## src/checkpoint_config.svh

```systemverilog
/*
 Sizes of the checkpoint slice. CKPT_GROUPS must equal ROB entries divided by group size
 and must be a power of two. Checkpoint count must be at least two.
*/
`ifndef CHECKPOINT_CONFIG_SVH
`define CHECKPOINT_CONFIG_SVH

// ==================================================
// ROB geometry
// ==================================================

// Total number of reorder buffer entries
`define CKPT_ROB_ENTRIES 16

// Instructions dispatched together as one group
`define CKPT_GROUP_SIZE 4

// Number of dispatch groups held by the ROB
`define CKPT_GROUPS 4

// ==================================================
// Register map checkpoints
// ==================================================

// Checkpoint 0 is the current map after reset and is not in the free pool
`define CKPT_CHECKPOINTS 4

`endif

```

## src/checkpoint_pkg.sv

```systemverilog
/*
 Index types and entry states shared by the checkpoint slice.
 Widths follow the macros in the config header.
*/
`default_nettype none

`include "checkpoint_config.svh"

package checkpoint_pkg;

	// ==================================================
	// Index types
	// ==================================================

	// Selects one ROB entry
	typedef logic [$clog2(`CKPT_ROB_ENTRIES)-1:0] rob_ndx_t;

	// Selects one dispatch group, wraps naturally at the group count
	typedef logic [$clog2(`CKPT_GROUPS)-1:0] group_ndx_t;

	// Selects one register map checkpoint
	typedef logic [$clog2(`CKPT_CHECKPOINTS)-1:0] checkpt_ndx_t;

	// ==================================================
	// Entry state
	// ==================================================

	// EMPTY covers both never-written slots and invalid slots of a group
	// ISSUED entries are waiting on completion
	// DONE entries have finished and wait for commit
	typedef enum logic [1:0] {
		EMPTY  = 2'd0,
		ISSUED = 2'd1,
		DONE   = 2'd2
	} rob_state_e;

endpackage

`default_nettype wire

```

## src/checkpoint_alloc.sv

```systemverilog
/*
 Checkpoint free pool. Checkpoint 0 is current after reset and all others are free.
 A checkpoint released while still current stays current until the next branch.
*/
`timescale 1ns/100ps
`default_nettype none

`include "checkpoint_config.svh"

module checkpoint_alloc (
	input  wire                                          clk,
	input  wire                                          rst,
	input  wire                                          dispatch,
	input  wire  [`CKPT_GROUP_SIZE-1:0]                  dispatch_branch,
	input  wire                                          group_full,
	input  wire                                          free,
	input  checkpoint_pkg::checkpt_ndx_t                 free_chkpt,
	output checkpoint_pkg::checkpt_ndx_t                 cur_chkpt,
	output logic [$clog2(`CKPT_CHECKPOINTS+1)-1:0]       free_count,
	output logic                                         dispatch_stall
);

	// One bit per checkpoint, set while the checkpoint is in the pool
	logic [`CKPT_CHECKPOINTS-1:0] free_map;
	logic ckpt_avail;
	logic need_ckpt;
	logic take;
	checkpoint_pkg::checkpt_ndx_t low_free;

	// ==================================================
	// Pool status
	// ==================================================

	assign ckpt_avail = |free_map;
	assign need_ckpt = |dispatch_branch;

	// Stall on a full tail group, or on a branch group with nothing to give it
	assign dispatch_stall = group_full || (need_ckpt && !ckpt_avail);
	assign take = dispatch && !dispatch_stall && need_ckpt;

	// Lowest free checkpoint, the descending scan leaves the smallest index
	always_comb begin
		low_free = '0;
		for (int c = `CKPT_CHECKPOINTS - 1; c >= 0; c--) begin
			if (free_map[c])
				low_free = checkpt_ndx_t_cast(c);
		end
	end

	// Population count of the pool
	always_comb begin
		free_count = '0;
		for (int c = 0; c < `CKPT_CHECKPOINTS; c++)
			free_count = free_count + free_map[c];
	end

	function automatic checkpoint_pkg::checkpt_ndx_t checkpt_ndx_t_cast(input int c);
		checkpt_ndx_t_cast = c[$bits(checkpoint_pkg::checkpt_ndx_t)-1:0];
	endfunction

	// ==================================================
	// Allocation and release
	// ==================================================

	// The freer never releases the index being taken, since that one is
	// still in the pool, so clear then set cannot collide
	always_ff @(posedge clk) begin
		if (rst) begin
			free_map <= {{(`CKPT_CHECKPOINTS-1){1'b1}}, 1'b0};
			cur_chkpt <= '0;
		end else begin
			if (take) begin
				free_map[low_free] <= 1'b0;
				cur_chkpt <= low_free;
			end
			if (free)
				free_map[free_chkpt] <= 1'b1;
		end
	end

endmodule

`default_nettype wire

```

## src/checkpoint_freer.sv

```systemverilog
/*
 Registered scan for finished branch groups, one release per cycle, lowest group first.
 The released checkpoint is the one recorded by the following group.
*/
`timescale 1ns/100ps
`default_nettype none

`include "checkpoint_config.svh"

module checkpoint_freer (
	input  wire                                                  clk,
	input  wire                                                  rst,
	input  checkpoint_pkg::rob_state_e [`CKPT_ROB_ENTRIES-1:0]   entry_state,
	input  wire  [`CKPT_ROB_ENTRIES-1:0]                         entry_branch,
	input  checkpoint_pkg::checkpt_ndx_t [`CKPT_ROB_ENTRIES-1:0] entry_cndx,
	input  wire  [`CKPT_GROUPS-1:0]                              group_freed,
	output logic                                                 free,
	output checkpoint_pkg::checkpt_ndx_t                         free_chkpt,
	output checkpoint_pkg::group_ndx_t                           free_group
);

	logic [`CKPT_GROUPS-1:0] qual;
	logic pick_valid;
	checkpoint_pkg::group_ndx_t pick_group;
	checkpoint_pkg::group_ndx_t pick_next;

	// ==================================================
	// Per-group conditions
	// ==================================================

	// All branches of a group have resolved once every entry is DONE or EMPTY
	always_comb begin
		logic all_done;
		logic any_branch;
		logic next_busy;
		logic pulsed;
		checkpoint_pkg::group_ndx_t nxt;
		qual = '0;
		for (int g = 0; g < `CKPT_GROUPS; g++) begin
			all_done = 1'b1;
			any_branch = 1'b0;
			next_busy = 1'b0;
			nxt = checkpoint_pkg::group_ndx_t'(g + 1);
			for (int e = 0; e < `CKPT_GROUP_SIZE; e++) begin
				if (entry_state[g * `CKPT_GROUP_SIZE + e] == checkpoint_pkg::ISSUED)
					all_done = 1'b0;
				if (entry_branch[g * `CKPT_GROUP_SIZE + e])
					any_branch = 1'b1;
				// An empty successor holds a stale checkpoint index
				if (entry_state[int'(nxt) * `CKPT_GROUP_SIZE + e] != checkpoint_pkg::EMPTY)
					next_busy = 1'b1;
			end
			// The flag set by last cycle's pulse is not visible yet
			pulsed = free && (int'(free_group) == g);
			qual[g] = !group_freed[g] && !pulsed && all_done && any_branch && next_busy;
		end
	end

	// ==================================================
	// Selection
	// ==================================================

	assign pick_valid = |qual;

	// Descending scan so the lowest qualifying group ends up selected
	always_comb begin
		pick_group = '0;
		for (int g = `CKPT_GROUPS - 1; g >= 0; g--) begin
			if (qual[g])
				pick_group = checkpoint_pkg::group_ndx_t'(g);
		end
	end

	assign pick_next = pick_group + 1'b1;

	always_ff @(posedge clk) begin
		if (rst)
			free <= 1'b0;
		else
			free <= pick_valid;
	end

	// All entries of a group hold the same index, so entry 0 stands for it
	always_ff @(posedge clk) begin
		free_group <= pick_group;
		free_chkpt <= entry_cndx[int'(pick_next) * `CKPT_GROUP_SIZE];
	end

endmodule

`default_nettype wire

```

## src/checkpoint_unit.sv

```systemverilog
/*
 Top of the checkpoint slice. A dispatch while dispatch_stall is high is dropped.
 complete_ndx must point at an issued entry for the strobe to have effect.
*/
`timescale 1ns/100ps
`default_nettype none

`include "checkpoint_config.svh"

module checkpoint_unit (
	input  wire                                    clk,
	input  wire                                    rst,
	input  wire                                    dispatch,
	input  wire  [`CKPT_GROUP_SIZE-1:0]            dispatch_valid,
	input  wire  [`CKPT_GROUP_SIZE-1:0]            dispatch_branch,
	input  wire                                    complete,
	input  checkpoint_pkg::rob_ndx_t               complete_ndx,
	input  wire                                    commit,
	output logic                                   dispatch_stall,
	output checkpoint_pkg::group_ndx_t             dispatch_group,
	output logic                                   free,
	output checkpoint_pkg::checkpt_ndx_t           free_chkpt,
	output checkpoint_pkg::group_ndx_t             free_group,
	output logic [$clog2(`CKPT_CHECKPOINTS+1)-1:0] free_count
);

	// ==================================================
	// Internal nets
	// ==================================================

	checkpoint_pkg::rob_state_e [`CKPT_ROB_ENTRIES-1:0]   entry_state;
	logic [`CKPT_ROB_ENTRIES-1:0]                         entry_branch;
	checkpoint_pkg::checkpt_ndx_t [`CKPT_ROB_ENTRIES-1:0] entry_cndx;
	logic [`CKPT_GROUPS-1:0]                              group_freed;
	checkpoint_pkg::checkpt_ndx_t                         cur_chkpt;
	logic                                                 group_full;
	logic                                                 dispatch_ok;

	// The array sees only accepted dispatches
	assign dispatch_ok = dispatch && !dispatch_stall;

	rob_status_array rob_status_array_i (
		.clk             (clk),
		.rst             (rst),
		.dispatch        (dispatch_ok),
		.dispatch_valid  (dispatch_valid),
		.dispatch_branch (dispatch_branch),
		.cur_chkpt       (cur_chkpt),
		.complete        (complete),
		.complete_ndx    (complete_ndx),
		.commit          (commit),
		.free            (free),
		.free_group      (free_group),
		.entry_state     (entry_state),
		.entry_branch    (entry_branch),
		.entry_cndx      (entry_cndx),
		.group_freed     (group_freed),
		.dispatch_group  (dispatch_group),
		.group_full      (group_full)
	);

	checkpoint_alloc checkpoint_alloc_i (
		.clk             (clk),
		.rst             (rst),
		.dispatch        (dispatch),
		.dispatch_branch (dispatch_branch),
		.group_full      (group_full),
		.free            (free),
		.free_chkpt      (free_chkpt),
		.cur_chkpt       (cur_chkpt),
		.free_count      (free_count),
		.dispatch_stall  (dispatch_stall)
	);

	checkpoint_freer checkpoint_freer_i (
		.clk          (clk),
		.rst          (rst),
		.entry_state  (entry_state),
		.entry_branch (entry_branch),
		.entry_cndx   (entry_cndx),
		.group_freed  (group_freed),
		.free         (free),
		.free_chkpt   (free_chkpt),
		.free_group   (free_group)
	);

endmodule

`default_nettype wire

```

## src/rob_status_array.sv

```systemverilog
/*
 ROB status storage, written one group at a time at the tail and retired at the head.
 The dispatch input must already be qualified by the stall. Commit assumes the head is done.
*/
`timescale 1ns/100ps
`default_nettype none

`include "checkpoint_config.svh"

module rob_status_array (
	input  wire                                              clk,
	input  wire                                              rst,
	input  wire                                              dispatch,
	input  wire  [`CKPT_GROUP_SIZE-1:0]                      dispatch_valid,
	input  wire  [`CKPT_GROUP_SIZE-1:0]                      dispatch_branch,
	input  checkpoint_pkg::checkpt_ndx_t                     cur_chkpt,
	input  wire                                              complete,
	input  checkpoint_pkg::rob_ndx_t                         complete_ndx,
	input  wire                                              commit,
	input  wire                                              free,
	input  checkpoint_pkg::group_ndx_t                       free_group,
	output checkpoint_pkg::rob_state_e [`CKPT_ROB_ENTRIES-1:0]   entry_state,
	output logic [`CKPT_ROB_ENTRIES-1:0]                     entry_branch,
	output checkpoint_pkg::checkpt_ndx_t [`CKPT_ROB_ENTRIES-1:0] entry_cndx,
	output logic [`CKPT_GROUPS-1:0]                          group_freed,
	output checkpoint_pkg::group_ndx_t                       dispatch_group,
	output logic                                             group_full
);

	// Oldest group still in flight
	checkpoint_pkg::group_ndx_t head_group;
	logic head_busy;
	logic head_occupied;

	// ==================================================
	// Occupancy
	// ==================================================

	// A group counts as occupied while any of its entries is not EMPTY
	always_comb begin
		group_full = 1'b0;
		head_occupied = 1'b0;
		for (int e = 0; e < `CKPT_GROUP_SIZE; e++) begin
			if (entry_state[int'(dispatch_group) * `CKPT_GROUP_SIZE + e] != checkpoint_pkg::EMPTY)
				group_full = 1'b1;
			if (entry_state[int'(head_group) * `CKPT_GROUP_SIZE + e] != checkpoint_pkg::EMPTY)
				head_occupied = 1'b1;
		end
	end

	// Head and tail differ whenever some dispatched group is still in flight,
	// even one that carried no valid instruction
	assign head_busy = (head_group != dispatch_group) || head_occupied;

	// ==================================================
	// Entry state and pointers
	// ==================================================

	// Updates are applied in the order complete, free, commit, dispatch so the
	// youngest event wins when two touch the same entry or flag
	always_ff @(posedge clk) begin
		if (rst) begin
			entry_state <= '{default: checkpoint_pkg::EMPTY};
			entry_branch <= '0;
			group_freed <= '0;
			head_group <= '0;
			dispatch_group <= '0;
		end else begin
			// Only an issued entry can finish
			if (complete && entry_state[complete_ndx] == checkpoint_pkg::ISSUED)
				entry_state[complete_ndx] <= checkpoint_pkg::DONE;

			if (free)
				group_freed[free_group] <= 1'b1;

			// Retire the head group and make its slot reusable
			if (commit && head_busy) begin
				for (int e = 0; e < `CKPT_GROUP_SIZE; e++) begin
					entry_state[int'(head_group) * `CKPT_GROUP_SIZE + e] <= checkpoint_pkg::EMPTY;
					entry_branch[int'(head_group) * `CKPT_GROUP_SIZE + e] <= 1'b0;
				end
				group_freed[head_group] <= 1'b0;
				head_group <= head_group + 1'b1;
			end

			// Invalid slots of a group go straight to EMPTY
			if (dispatch) begin
				for (int e = 0; e < `CKPT_GROUP_SIZE; e++) begin
					entry_state[int'(dispatch_group) * `CKPT_GROUP_SIZE + e] <=
						dispatch_valid[e] ? checkpoint_pkg::ISSUED : checkpoint_pkg::EMPTY;
					entry_branch[int'(dispatch_group) * `CKPT_GROUP_SIZE + e] <= dispatch_branch[e];
				end
				dispatch_group <= dispatch_group + 1'b1;
			end
		end
	end

	// Every entry of a group records the checkpoint current before the group
	// took its own, so the following group points at the branch's checkpoint
	always_ff @(posedge clk) begin
		if (dispatch) begin
			for (int e = 0; e < `CKPT_GROUP_SIZE; e++)
				entry_cndx[int'(dispatch_group) * `CKPT_GROUP_SIZE + e] <= cur_chkpt;
		end
	end

endmodule

`default_nettype wire

```

## config.mk

```make
export PLATFORM = sky130hd
export DESIGN_NAME = checkpoint_unit
export DESIGN_NICKNAME = d
export VERILOG_FILES = /design/src/checkpoint_pkg.sv /design/src/checkpoint_alloc.sv /design/src/checkpoint_freer.sv /design/src/checkpoint_unit.sv /design/src/rob_status_array.sv
export VERILOG_INCLUDE_DIRS = /design/src
export SDC_FILE = /design/constraint.sdc
export NUM_CORES = 1
export LEC_CHECK = 0
export BUFFER_PORTS_ARGS = -buffer_cell sky130_fd_sc_hd__clkbuf_2
export CAP_MARGIN = 20
export CORE_ASPECT_RATIO = 1.4
export CORE_UTILIZATION = 45
export CTS_BUF_LIST = sky130_fd_sc_hd__clkbuf_8 sky130_fd_sc_hd__clkbuf_16
export DETAILED_ROUTE_END_ITERATION = 16
export HOLD_SLACK_MARGIN = 0.05
export SLEW_MARGIN = 20
export SYNTH_ARGS = -nofsm -noshare
export SYNTH_HDL_FRONTEND = slang
export SYNTH_SLANG_ARGS = --single-unit
```

## constraint.sdc

```tcl
create_clock -name clk -period 3.73 [get_ports clk]
set_input_delay 0.1865 -clock clk [delete_from_list [all_inputs] [get_ports clk]]
set_output_delay 0.1865 -clock clk [all_outputs]
set_load 0.05 [all_outputs]
```

# After elaboration in Yosys (flattened, before gate mapping)
# Cells that the tools add are included.
[op_classes] order_cmp=27 n_reduce_logical=78 shift=0 bitwise=25 eq_ne=21 div_mod_pow=0 multipliers=0 n_mux=162 addsub=12
[op_table] op="$bwmux W32" n=8
[op_table] op="$ge A32 B1 Y1 const B" n=6
[op_table] op="$lt A32 B6 Y1 const B" n=6
[op_table] op="$mux W32" n=5
[op_table] op="$and A32 B32 Y32" n=4
[op_table] op="$not A32 Y32" n=3
[op_table] op="$and A16 B16 Y16" n=5
[op_table] op="$mux W1" n=72
[op_table] op="$mux W2" n=33
[op_table] op="$bwmux W16" n=4
[op_table] op="$not A16 Y16" n=4
[op_table] op="$bmux W2 S4" n=7
[op_table] op="$demux W2 S4" n=7
[op_table] op="$mux W16" n=3
[op_table] op="$reduce_bool A2 Y1" n=24
[op_table] op="$logic_and A1 B1 Y1" n=38
[op_table] op="$eq A2 B1 Y1 const B" n=18
[op_table] op="$not A26 Y32" n=1
[op_table] op="$demux W1 S4" n=6
[op_table] op="$mux W4" n=6
[op_table] op="$add A4 B2 Y5 const B" n=4
[op_table] op="$lt A4 B5 Y1 const B" n=4
[op_table] op="$not A13 Y16" n=1
[op_table] op="$or A16 B16 Y16" n=1
[op_table] op="other kinds (19)" n=55
[word_totals] inputBits=17 out_inout_bits=11 ram_bits=0 memories=0 romBits=0 latch_bits=0 regBits=99 elab_cells=366

# Logic depth before layout (Yosys ltp)
[logic_depth] word_depth=19 mapped_depth=9

# Hierarchy
# From an unflattened synthesis, not the netlist that was laid out.
[hier_totals] cells_unflattened=459 area_unflattened_um2=4380.5
[modules_own_cells] module="rob_status_array" seq_area_each_um2=1601.5 cells_per_inst=344 area_per_inst_um2=3383.2 n_inst=1
[modules_own_cells] module="checkpoint_freer" seq_area_each_um2=100.1 cells_per_inst=72 area_per_inst_um2=583.1 n_inst=1
[modules_own_cells] module="checkpoint_alloc" seq_area_each_um2=120.1 cells_per_inst=42 area_per_inst_um2=400.4 n_inst=1
[modules_own_cells] module="checkpoint_unit" seq_area_each_um2=0.0 cells_per_inst=1 area_per_inst_um2=13.8 n_inst=1

# Least setup slack after synthesis
# Ideal clock, no wire load.
[synth_timing] path_type="register to register" start="reg checkpoint_freer_i.free_group[0]" end="reg checkpoint_freer_i.free_chkpt[1]" t_arrival_ps=2246 path_stages_with_launch=7 setup_slack_ps=1368 n_path_buf=0 cell_sequence="dfxtp_1 > and3b_1 > a211o_2 > or3_4 > and2_4 > a311o_1 > a22o_1"
[synth_via] elab_chain_len=14 elab_cells_between_ends=35
[synth_rtl] element="start, declared" line_no="checkpoint_freer.sv:19" text="output checkpoint_pkg::group_ndx_t free_group"
[synth_rtl] element="start signal, assigned" line_no="checkpoint_freer.sv:85" text="free_group <= pick_group;"
[synth_rtl] element="$eq A2 B1 Y1" line_no="checkpoint_freer.sv:54" text="pulsed = free && (int'(free_group) == g);"
[synth_rtl] element="$logic_and A1 B1 Y1" line_no="checkpoint_freer.sv:54"
[synth_rtl] element="$logic_not A1 Y1" line_no="checkpoint_freer.sv:55" text="qual[g] = !group_freed[g] && !pulsed && all_done && any_branch && next_busy;"
[synth_rtl] element="$logic_and A1 B1 Y1 (4 in a row)" line_no="checkpoint_freer.sv:55"
[synth_rtl] element="$mux W2 (3 in a row)" line_no="checkpoint_freer.sv:69" text="if (qual[g])"
[synth_rtl] element="$mux W2 (*)" line_no="checkpoint_freer.sv:69"
[synth_rtl] element="$add A2 B1 Y2 (*)" line_no="checkpoint_freer.sv:74" text="assign pick_next = pick_group + 1'b1;"
[synth_rtl] element="$bmux W2 S2 (*)" line_no="checkpoint_freer.sv:86" text="free_chkpt <= entry_cndx[int'(pick_next) * `CKPT_GROUP_SIZE];"
[synth_rtl] element="$mux W2 (*)" line_no="checkpoint_freer.sv:86"
[synth_rtl] element="end signal, assigned" line_no="checkpoint_freer.sv:86"
[synth_rtl] element="end, declared" line_no="checkpoint_freer.sv:18" text="output checkpoint_pkg::checkpt_ndx_t free_chkpt,"
# Every way passes the cells marked *; elsewhere a longest branch is shown, timed or not. The select of a mux whose other input is x is not followed.
# A chain may end at the register's enable or synchronous reset.

# Worst setup path after layout
[layout_timing] start="reg rob_status_array_i.entry_state[29] (netlist bit)" end="reg rob_status_array_i.entry_state[18] (netlist bit)"
[layout_via] elab_chain_len=17 elab_cells_between_ends=52
[layout_rtl] element="start, declared" line_no="rob_status_array.sv:22" text="output checkpoint_pkg::rob_state_e [`CKPT_ROB_ENTRIES-1:0] entry_state,"
[layout_rtl] element="start signal, assigned by index" line_no="rob_status_array.sv:71" text="entry_state[complete_ndx] <= checkpoint_pkg::DONE;"
[layout_rtl] element="start signal, assigned by index" line_no="rob_status_array.sv:79" text="entry_state[int'(head_group) * `CKPT_GROUP_SIZE + e] <= checkpoint_pkg::EMPTY;"
[layout_rtl] element="start signal, assigned by index" line_no="rob_status_array.sv:89" text="entry_state[int'(dispatch_group) * `CKPT_GROUP_SIZE + e] <="
[layout_rtl] element="$bmux W2 S4" line_no="rob_status_array.sv:70" text="if (complete && entry_state[complete_ndx] == checkpoint_pkg::ISSUED)"
[layout_rtl] element="$mux W2 (not written as such)" line_no="rob_status_array.sv:70"
[layout_rtl] element="$eq A2 B1 Y1" line_no="rob_status_array.sv:70"
[layout_rtl] element="$logic_and A1 B1 Y1" line_no="rob_status_array.sv:70"
[layout_rtl] element="$mux W32" line_no="rob_status_array.sv:70"
[layout_rtl] element="$mux W32" line_no="rob_status_array.sv:62" text="if (rst) begin"
[layout_rtl] element="$and A32 B32 Y32 (no line) (4 in a row)"
[layout_rtl] element="$mux W32" line_no="rob_status_array.sv:77" text="if (commit && head_busy) begin"
[layout_rtl] element="$mux W32" line_no="rob_status_array.sv:62"
[layout_rtl] element="$bwmux W32 (4 in a row)" line_no="rob_status_array.sv:89"
[layout_rtl] element="$mux W32 (*)" line_no="rob_status_array.sv:87" text="if (dispatch) begin"
# Marked as above.

==> impl_metrics.ini <==
[timing]
slew_violations = 0
slew-limit-headroom_pct = 35.9
setup_ws_ns = 0.834
fin_crit_sh_pct = 77.7
worstMarginPinSlew_ns = 0.960
grt_setup_unrepaired = no
setup_violations = 0
fmax_mhz = 345
fin_setup_tns_ns = 0
fin_crit_ns = 2.90
finalClockSkew_ns = 0.00855
hold_violations = 0

[drt]
ant_nets = 0
viasPerCell = 5.81
totalWireLength_mm = 9.85
via_count = 3048
wl_per_cell_um = 18.8
drtIter0Drc = 144
drc = 0
dr.pass1.iters = 6

[cells_and_area]
design_area_um2 = 3950
antenna_cells = 0
multi_input_area_um2 = 1760
mostFrequentLayoutCells = dfxtp_1 (67), nand2_1 (40), inv_1 (39)
drive_gt1_share_pct = 12.5
nNetsFinal = 449
fin_cells = 525
num-fill-cells = 767
ff_latch_area_um2 = 1580
layout_commonest_cell = dfxtp_1
syn_to_final_growth_pct = 11.0

[cts]
cts_max_level = 3
cts_buffers = 9
cts.sinks = 75
cts_resized = 0
cts_tree = built
clkTransAtPathRegs_ns = 0.08
clk_path_buf_depth = 2
cts_setup_buffers = 0
clk_latency_ns = 0.36
ctsHoldBuffers = 0
cts_root_buffer = clkbuf_8

[pwr]
p_sw_share_pct = 40.6
power.leakage_nw = 1.56
p_seq_share_pct = 40.9
ir_drop_v = 0.000373
internal_power_mw = 1.53
p_per_area_nw_per_um2 = 654
p_clk_share_pct = 24.0
p_sw_mw = 1.05
power_frac_comb_pct = 35.1

[placement]
io_buffers = 27
place_hpwl_mm = 7.41
place_inst = 509
pre_cts_ws_ns = 0.909
postPlaceCellArea_um2 = 3750
globalplace.congestion = 0.935

[critical_path]
r2r-start = rob_status_array_i.entry_state[29]
cp-end-kind = register
worstReg2RegEnd = rob_status_array_i.entry_state[18]
path_class = register to register
rr_worst_depth = 6
cp-start-kind = register
reg2reg_slack_ns = 0.83
required_ns = 3.95
cp_data_arrival_time_ns = 3.12
cp_max_fo = 11

[run_status]
status = completed

[yosys]
yosys_warnings = 0
synthArstFlopShare_pct = 0
synth.avg_cell_area_um2 = 8.93
synthCells = 398
synth_seq_cells = 75
yosysUniqueCellTypes = 51
ys_seq_area_share_pct = 44.5
synth-edff-count = 8
synthFlopType = dfxtp_1
synth_area_um2 = 3550
synth.net_count = 427

[worst_hold_path]
hold_end = rob_status_array_i.entry_state[0]
hold_path.class = input pin to register
hp-start = dispatch_valid[0]
min_path_cells = 3

[global_routing]
grt_pass1_wl_mm = 15.4
grt.overflow.total = 0
antenna_found_initial = 0
grt_max_degree = 32
grtUsageTotal_pct = 25.2
grt_pass1_vias = 2960

[floorplanning]
initial_utilization_pct = 46.2
ios = 28
core_area_um2 = 7700
die_y_um = 107
rows = 38
die_area_um2 = 8260
dieWidth_um = 77.1

[job]
drv_cap = 0
[worst max-delay path by stage]
stage                                          to                          startpoint  slack (ns)  cells past startpoint
2_1_floorplan    checkpoint_freer_i.free_chkpt[1]    checkpoint_freer_i.free_group[0]        1.37                      6
3_3_place_gp   rob_status_array_i.entry_state[18]  rob_status_array_i.entry_state[28]        0.91                      6
3_5_place_dp   rob_status_array_i.entry_state[18]  rob_status_array_i.entry_state[29]        0.91                      6
4_1_cts        rob_status_array_i.entry_state[18]  rob_status_array_i.entry_state[29]        0.89                      6
5_1_grt        rob_status_array_i.entry_branch[9]  rob_status_array_i.entry_state[29]        0.76                      6
6_report       rob_status_array_i.entry_state[18]  rob_status_array_i.entry_state[29]        0.83                      6
[critical path, cell delays in order, from the launching register on]
cell and delay [ns]:
dfxtp_1 0.36, nor4_1 0.71, nand4_1 0.17, nand4_1 0.26
nand4_1 0.55, nand2_1 0.56, o32ai_1 0.14
[through the flow]
step           total power [mW]  hold slack [ns]  utilization (%)
3_5_place_dp               1.97            0.452             48.7
4_1_cts                    2.58            0.117             51.2
5_1_grt                    2.72            0.121             51.2
3_3_place_gp               1.97            0.455             48.7
6_report                   2.58            0.131             51.2
2_1_floorplan              1.73            0.327                -
[state kept, by name, summed over array words and instances, names as in the netlist, 4 cells and up]
name	flops
checkpoint_alloc_i.free_map	4
rob_status_array_i.entry_branch	16
rob_status_array_i.group_freed	4
rob_status_array_i.entry_state	32
rob_status_array_i.entry_cndx	8
[power by group through the flow]
stage                     combinational, mW  sequential (mW)  clock (mW)
after floorplan                       0.655             1.08           0
after global placement                0.900             1.07           0
after detailed placement              0.899             1.07           0
after CTS                             0.902             1.05       0.625
after global routing                  0.984             1.07       0.663
final                                 0.906             1.05       0.619
[area by class of cell]
type,count,share of cell area [%]
multi-input combinational,268,44.7
sequential,75,40.1
inverter,39,3.71
timing repair buffer,27,3.43
tap,100,3.17
clock buffer,9,3.14
clock inverter,7,1.74
[cells by family (layout without fill, tap and decap cells)]
group,after synthesis,in the layout,share of synthesized area (%)
xor gates and xnor gates,2,2,0.493
muxes,11,11,3.84
buffers and inverters,55,82,5.88
AOI/OAI and AO/OA,73,73,15.3
DFF,75,75,44.5
and+or+nand+nor,170,170,25.6
adders and majority gates,12,12,4.44
[routing by layer]
| layer | share of wire (%) | GRT usage, % | up-vias | wire length, um |
|---|---|---|---|---|
| li1 | - | - | 1496 | - |
| met1 | 41 | 27.3 | 1471 | 4010 |
| met2 | 54 | 47.7 | 61 | 5300 |
| met3 | 2.9 | 4.09 | 20 | 287 |
| met4 | 2.6 | 10.6 | 0 | 257 |
| met5 | 0 | 0 | - | 0 |
[cells in the mapped netlist, types with 5 or more instances]
| cell type | instances | area (um^2) |
|---|---|---|
| dfxtp_1 | 67 | 1340 |
| nand2_1 | 40 | 150 |
| inv_1 | 38 | 143 |
| nor2_1 | 22 | 82.6 |
| nand3_1 | 21 | 105 |
| nor2b_1 | 21 | 131 |
| nand4_1 | 20 | 125 |
| o32ai_1 | 18 | 158 |
| nor4_1 | 15 | 93.8 |
| clkbuf_1 | 14 | 52.6 |
| o22ai_1 | 13 | 81.3 |
| a21oi_1 | 11 | 55.1 |
| and3_1 | 11 | 68.8 |
| ha_1 | 11 | 138 |
| edfxtp_1 | 8 | 240 |
| mux2i_1 | 8 | 80.1 |
| a31oi_1 | 5 | 31.3 |
(Power assumes the default switching activity.)
